===== config.mk =====
export PLATFORM = sky130hd
export DESIGN_NAME = miss_controller
export DESIGN_NICKNAME = d
export VERILOG_FILES = /design/src/source/snow_pkg.sv /design/src/source/miss_controller.sv
export SDC_FILE = /design/constraint.sdc
export NUM_CORES = 1
export LEC_CHECK = 0
export ABC_AREA = 1
export CORE_ASPECT_RATIO = 0.8
export CORE_MARGIN = 4
export CORE_UTILIZATION = 25
export CTS_CLUSTER_SIZE = 28
export DETAILED_ROUTE_END_ITERATION = 8
export DONT_BUFFER_PORTS = 1
export SLEW_MARGIN = 5
export SYNTH_ARGS = -nofsm -noshare
export SYNTH_HDL_FRONTEND = slang
export SYNTH_SLANG_ARGS = --single-unit

===== constraint.sdc =====
create_clock -name CPU_CLK -period 13.3 [get_ports CPU_CLK]
set_input_delay 0.665 -clock CPU_CLK [delete_from_list [all_inputs] [get_ports CPU_CLK]]
set_output_delay 0.665 -clock CPU_CLK [all_outputs]
set_load 0.1 [all_outputs]

===== src/source/snow_pkg.sv =====
package snow_pkg;

  // ----------------------------------------------------------------------
  // widths and sizes
  // ----------------------------------------------------------------------
  localparam int addr_w     = 32;
  localparam int data_w     = 32;
  localparam int line_idx_w = 8;                     // addr 7:0
  localparam int tlb_idx_w  = 8;                     // addr 15:8
  localparam int vtag_w     = 16;                    // addr 31:16
  localparam int ctag_w     = vtag_w + tlb_idx_w;    // page tag + addr 15:8
  localparam int line_cnt   = 1 << line_idx_w;
  localparam int tlb_cnt    = 1 << tlb_idx_w;

  // physical addr 31:30 of the dma window
  localparam logic [1:0] dma_region_bits = 2'b11;

  // ----------------------------------------------------------------------
  // enums
  // ----------------------------------------------------------------------
  typedef enum logic
  {
    region_mem,   // 00, 01, 10
    region_dma    // 11
  } region_t;

  typedef enum logic [2:0]
  {
    st_idle,
    st_lookup,    // arrays present their read data
    st_mem_wait,
    st_dma_wait,
    st_answer     // cpu_done cycle
  } ctrl_state_t;

  // ----------------------------------------------------------------------
  // records passed between blocks
  // ----------------------------------------------------------------------
  typedef struct packed
  {
    logic [addr_w-1:0] addr;
    logic [data_w-1:0] wdata;
    logic              we;
    logic              force_miss;
  } cpu_req_t;

  typedef struct packed
  {
    logic [vtag_w-1:0] ptag;
    logic              fault;
  } tlb_rsp_t;

  typedef struct packed
  {
    logic              hit;
    logic [data_w-1:0] data;
  } cache_rsp_t;

  // line write from the controller
  typedef struct packed
  {
    logic                  valid;
    logic [line_idx_w-1:0] idx;
    logic [ctag_w-1:0]     tag;
    logic [data_w-1:0]     data;
  } fill_t;

  typedef struct packed
  {
    logic [addr_w-1:0] addr;
    logic [data_w-1:0] wdata;
    logic              we;
  } port_req_t;

endpackage


===== src/source/miss_controller.sv =====
module miss_controller
  import snow_pkg::*;
(
  input  logic              CPU_CLK,
  input  logic              arst_n,
  input  logic              accept,
  input  logic              tlb_we,
  input  cpu_req_t          req,
  input  logic              inhibit,
  input  tlb_rsp_t          tlb_rsp,
  input  cache_rsp_t        cache_rsp,
  output logic              cpu_busy,
  output logic              cpu_done,
  output logic              cpu_fault,
  output logic [data_w-1:0] cpu_rdata,
  output fill_t             fill,
  output port_req_t         port_req,
  output logic              mem_valid,
  input  logic              mem_ack,
  input  logic [data_w-1:0] mem_rdata,
  output logic              dma_wrte,
  output logic              dma_read,
  input  logic              dma_wrte_ack,
  input  logic              dma_read_ack,
  input  logic [data_w-1:0] dma_rdata
);

  ctrl_state_t           state;
  cpu_req_t              req_q;
  logic                  tlb_op_q;
  logic                  inhibit_q;

  logic [addr_w-1:0]     phys_addr;
  region_t               region;
  logic                  lookup_fault;
  logic                  lookup_hit;
  logic                  answer_now;
  logic                  go_port;
  logic                  port_ack;
  logic [data_w-1:0]     port_rdata;

  logic                  fill_valid;
  logic [line_idx_w-1:0] fill_idx;
  logic [ctag_w-1:0]     fill_tag;
  logic [data_w-1:0]     fill_data;

  // ----------------------------------------------------------------------
  // lookup decision
  // ----------------------------------------------------------------------
  assign phys_addr = {tlb_rsp.ptag, req_q.addr[line_idx_w +: tlb_idx_w],
                      req_q.addr[line_idx_w-1:0]};
  assign region    = (phys_addr[addr_w-1 -: 2] == dma_region_bits) ? region_dma
                                                                   : region_mem;

  assign lookup_fault = ~tlb_op_q & tlb_rsp.fault;
  assign lookup_hit   = ~tlb_op_q & ~tlb_rsp.fault & ~req_q.we & cache_rsp.hit;
  assign answer_now   = tlb_op_q | tlb_rsp.fault | lookup_hit;
  assign go_port      = (state == st_lookup) & ~answer_now;

  // only the port that was asked can finish the wait
  assign port_ack   = ((state == st_mem_wait) & mem_ack) |
                      ((state == st_dma_wait) & ((dma_wrte & dma_wrte_ack) |
                                                 (dma_read & dma_read_ack)));
  assign port_rdata = (state == st_dma_wait) ? dma_rdata : mem_rdata;

  assign cpu_busy = (state != st_idle);

  // ----------------------------------------------------------------------
  // FSM and port handshake
  // ----------------------------------------------------------------------
  always_ff @(posedge CPU_CLK or negedge arst_n)
  begin
    if (!arst_n)
    begin
      state      <= st_idle;
      mem_valid  <= 1'b0;
      dma_wrte   <= 1'b0;
      dma_read   <= 1'b0;
      cpu_done   <= 1'b0;
      cpu_fault  <= 1'b0;
      fill_valid <= 1'b0;
    end
    else
    begin
      cpu_done   <= 1'b0;   // pulses
      cpu_fault  <= 1'b0;
      fill_valid <= 1'b0;
      case (state)
        st_idle:
        begin
          if (accept)
            state <= st_lookup;
        end
        st_lookup:
        begin
          if (answer_now)
          begin
            cpu_done  <= 1'b1;
            cpu_fault <= lookup_fault;
            state     <= st_answer;
          end
          else if (region == region_dma)
          begin
            dma_wrte <= req_q.we;
            dma_read <= ~req_q.we;
            state    <= st_dma_wait;
          end
          else
          begin
            mem_valid <= 1'b1;
            state     <= st_mem_wait;
          end
        end
        st_mem_wait, st_dma_wait:
        begin
          if (port_ack)
          begin
            mem_valid  <= 1'b0;   // drop in the ack cycle
            dma_wrte   <= 1'b0;
            dma_read   <= 1'b0;
            cpu_done   <= 1'b1;
            fill_valid <= req_q.we | ~inhibit_q;   // stores always refresh
            state      <= st_answer;
          end
        end
        st_answer:
          state <= st_idle;
        default:
          state <= st_idle;
      endcase
    end
  end

  // ----------------------------------------------------------------------
  // request, port payload, cpu data and fill record
  // ----------------------------------------------------------------------
  always_ff @(posedge CPU_CLK)
  begin
    if (accept)
    begin
      req_q     <= req;
      tlb_op_q  <= tlb_we;
      inhibit_q <= inhibit;
    end
    if (go_port)
      port_req <= '{addr: phys_addr, wdata: req_q.wdata, we: req_q.we};
    if (lookup_hit && state == st_lookup)
      cpu_rdata <= cache_rsp.data;
    else if (port_ack && !req_q.we)
      cpu_rdata <= port_rdata;
    if (port_ack)
    begin
      fill_idx  <= req_q.addr[line_idx_w-1:0];
      fill_tag  <= port_req.addr[addr_w-1 -: ctag_w];   // physical page + 15:8
      fill_data <= req_q.we ? req_q.wdata : port_rdata;
    end
  end

  assign fill = '{valid: fill_valid, idx: fill_idx, tag: fill_tag, data: fill_data};

  // answer to the cpu is a single-cycle pulse
  assert property (@(posedge CPU_CLK) disable iff (!arst_n)
                   cpu_done |=> !cpu_done);

  // at most one port request outstanding
  assert property (@(posedge CPU_CLK) disable iff (!arst_n)
                   $onehot0({mem_valid, dma_wrte, dma_read}));

endmodule


==> summary.txt <==
Final setup fails: 0
Full die area: 0.0348 mm²
Initial Util: 0.253
Synthesized instance count: 493
Cts bufs inserted: 23
WP buf/inv: 2
Total grt overflow: 0
Initial antenna violation count: 1
Critical Path Slowest Stage Cell: dfrtp_1
Fmax: 0.378 GHz
Worst setup path category: flip-flop to flip-flop
# rows: 58
Vias per inst: 4.55
CTS tree: yes
Post-Layout Cell Count: 939
H-tree levels: 1
Clk sink count: 221
Critical path depth: 7
Worst hold path class: primary input to flip-flop
Max_slew headroom: 0.324
Post-DP HPWL: 15300 µm
FF+latch count, synth: 221
Leakage power: 3.07 nW
DR pass1 iterations: 4
Top delay family on crit path: flip-flops
Peak supply drop: 0.106 mV
Cells on worst reg2reg path: 7
Nets: 693
CP most frequent cell: nand2_1
Diodes inserted: 0
Num ports: 356
Final Hold Viols: 0
Mux contribution to synthesized area: 0
GRT Total Usage: 0.122
CTS clk-pin slew, worst paths: 0.06 ns
Arr. time, crit path: 2.79 ns
DRC viols: 0
Max Buffers Root-to-Sink: 3
Worst-skew pair later-pin latency: 0.50 ns
Die width: 207 µm
Commonest non-fill, non-tap cell in the layout: edfxtp_1
Vias: 4271
Worst Hold Depth: 0
ANT nets after route: 0
Core footprint: 0.0314 mm²
MaxCap Viol Count: 0
Setup crit end kind: flip-flop
Syn-to-layout area delta: 15.0%
Die H: 168 µm
Critical path's largest stage delay: 0.98 ns
Critical path required time: 13.44 ns
First-pass GRT wire length: 31600 µm
Worst slew pin tran: 1.01 ns
RSZ-0062 raised after global routing: false
Placed Cells: 899
Status: finished, final reports clean
DR iter-0 viols: 411
XOR/XNOR share of the synthesized area: 0
Mean post-synth cell area: 16.1 µm²
Post-Synth Adder-Cell Area: 0
Final cycle utilization of the critical path: 0.199
Routability Congestion: 0.883
Clock period minus worst slack: 2.64 ns
Routed length per instance: 23.8 µm
Max Fanout on Critical Path: 31
CP startpoint kind: flip-flop
Root Buffer: clkbuf_16
Yosys Warn Count: 0
PwrDens: 210 mW/mm²
DRT Wirelength: 22400 µm
Clock Skews: 0.00883 ns
Netlist cell types: 20
Number of global-route vias before repair: 4406
Ordered list of cells on the worst path: nand2_1, nand2_1, nand2_1, nand2_4, inv_1, o21ai_4, buf_4
Post-synthesis compound-gate area fraction: 0.0585
Port-buffer cells: 0
Synth Cell Area: 0.00796 mm²
Final slew viol count: 0
Largest family of logic cells by synthesized area: simple AND/OR/NAND/NOR gates
Commonest cells after routing, fill and taps aside: edfxtp_1, nand2_1, nor2_1, nand3_1
Syn Nets: 681
Seq/Total Area, Yosys: 0.829
Share of cells above drive strength 1: 0.100
Setup TNS: 0 ns
Simple-Gate Fraction of Synth Area: 0.0890
Largest net degree at the start of global routing: 66
kinds of logic after synthesis:
group,after synthesis
buffers and inverters,33
AND/OR/NAND/NOR,170
flip-flops,221
AO/OA/AOI/OAI,69
metal layers:
metal,vias to the layer above,wire [µm],global-route usage
met5,-,0,0
met4,0,639,0.0356
met3,42,2190,0.0478
met2,289,11000,0.208
met1,2085,8570,0.142
li1,1855,-,-
per-stage QoR:
stage	setup WS (ns)	cell area (µm²)	power, W	hold WS (ns)	utilization
floorplan	8.47	7960	0.00125	0.369	-
global placement	10.69	8410	0.00130	0.370	0.268
detailed placement	10.65	8410	0.00131	0.370	0.268
CTS	10.63	9150	0.00195	0.207	0.291
global route	10.50	9150	0.00199	0.211	0.291
finish	10.66	9150	0.00192	0.251	0.291
layout make-up:
class	count	area, µm²
Fill cell	3114	22300
Sequential cell	221	6590
Multi-Input combinational cell	239	1190
Clock buffer	30	632
Tap cell	420	526
Clock inverter	9	96.3
Timing Repair Buffer	8	62.6
Inverter	12	46.3
cells in the mapped netlist:
master / count / area [µm²]
nand3_1: 38 / 190
clkbuf_1: 5 / 18.8
buf_1: 1 / 3.75
nand3_2: 2 / 20.0
inv_1: 9 / 33.8
o21a_1: 32 / 240
buf_6: 6 / 67.6
a31oi_1: 32 / 200
nand2_1: 88 / 330
buf_2: 5 / 25.0
inv_2: 3 / 11.3
buf_4: 4 / 30.0
dfrtp_1: 9 / 225
o21ai_1: 1 / 5.00
o21ai_0: 2 / 10.0
or2_2: 1 / 6.26
a21oi_1: 2 / 10.0
nor2_4: 1 / 11.3
edfxtp_1: 212 / 6370
nor2_1: 40 / 150
path summary, 6_finish.rpt:
kind	startpoint	to	slack (ns)
worst max-delay path	dma_read$_DFFE_PN0P_	cpu_rdata[10]$_DFFE_PP_	10.66
worst min-delay path	req[43]	phys_addr[9]$_DFFE_PP_	0.25
worst max register to register	dma_read$_DFFE_PN0P_	cpu_rdata[10]$_DFFE_PP_	10.66
worst min register to register	phys_addr[12]$_DFFE_PP_	port_req[45]$_DFFE_PP_	0.42
max in group asynchronous	arst_n	fill_valid$_DFF_PN0_	12.44
min in group asynchronous	arst_n	state[2]$_DFFE_PN0P_	0.54
registers in the layout, indices dropped and copies added, names as in the netlist:
name        cells
cpu_done        1
cpu_fault       1
cpu_rdata      32
dma_read        1
dma_wrte        1
fill_data      32
fill_idx        8
fill_tag       24
fill_valid      1
inhibit_q       1
mem_valid       1
phys_addr      16
port_req       65
req_q          33
state           3
tlb_op_q        1
where the power goes:
part	switching, W	leakage (nW)	total [W]	internal (W)
logic	0.000116	0.635	0.000160	0.0000435
clock network	0.000256	0.359	0.000628	0.000371
registers	0.000287	2.07	0.00113	0.000842
repair_timing:
item | in CTS | in global routing
resized for setup | 0 | 0
endpoints found under the setup margin | 0 | 0
hold endpoints to repair | 9 | 0
setup buffers | 0 | 0
hold buffers | 1 | 0
Power figures use the tool's default switching activity.
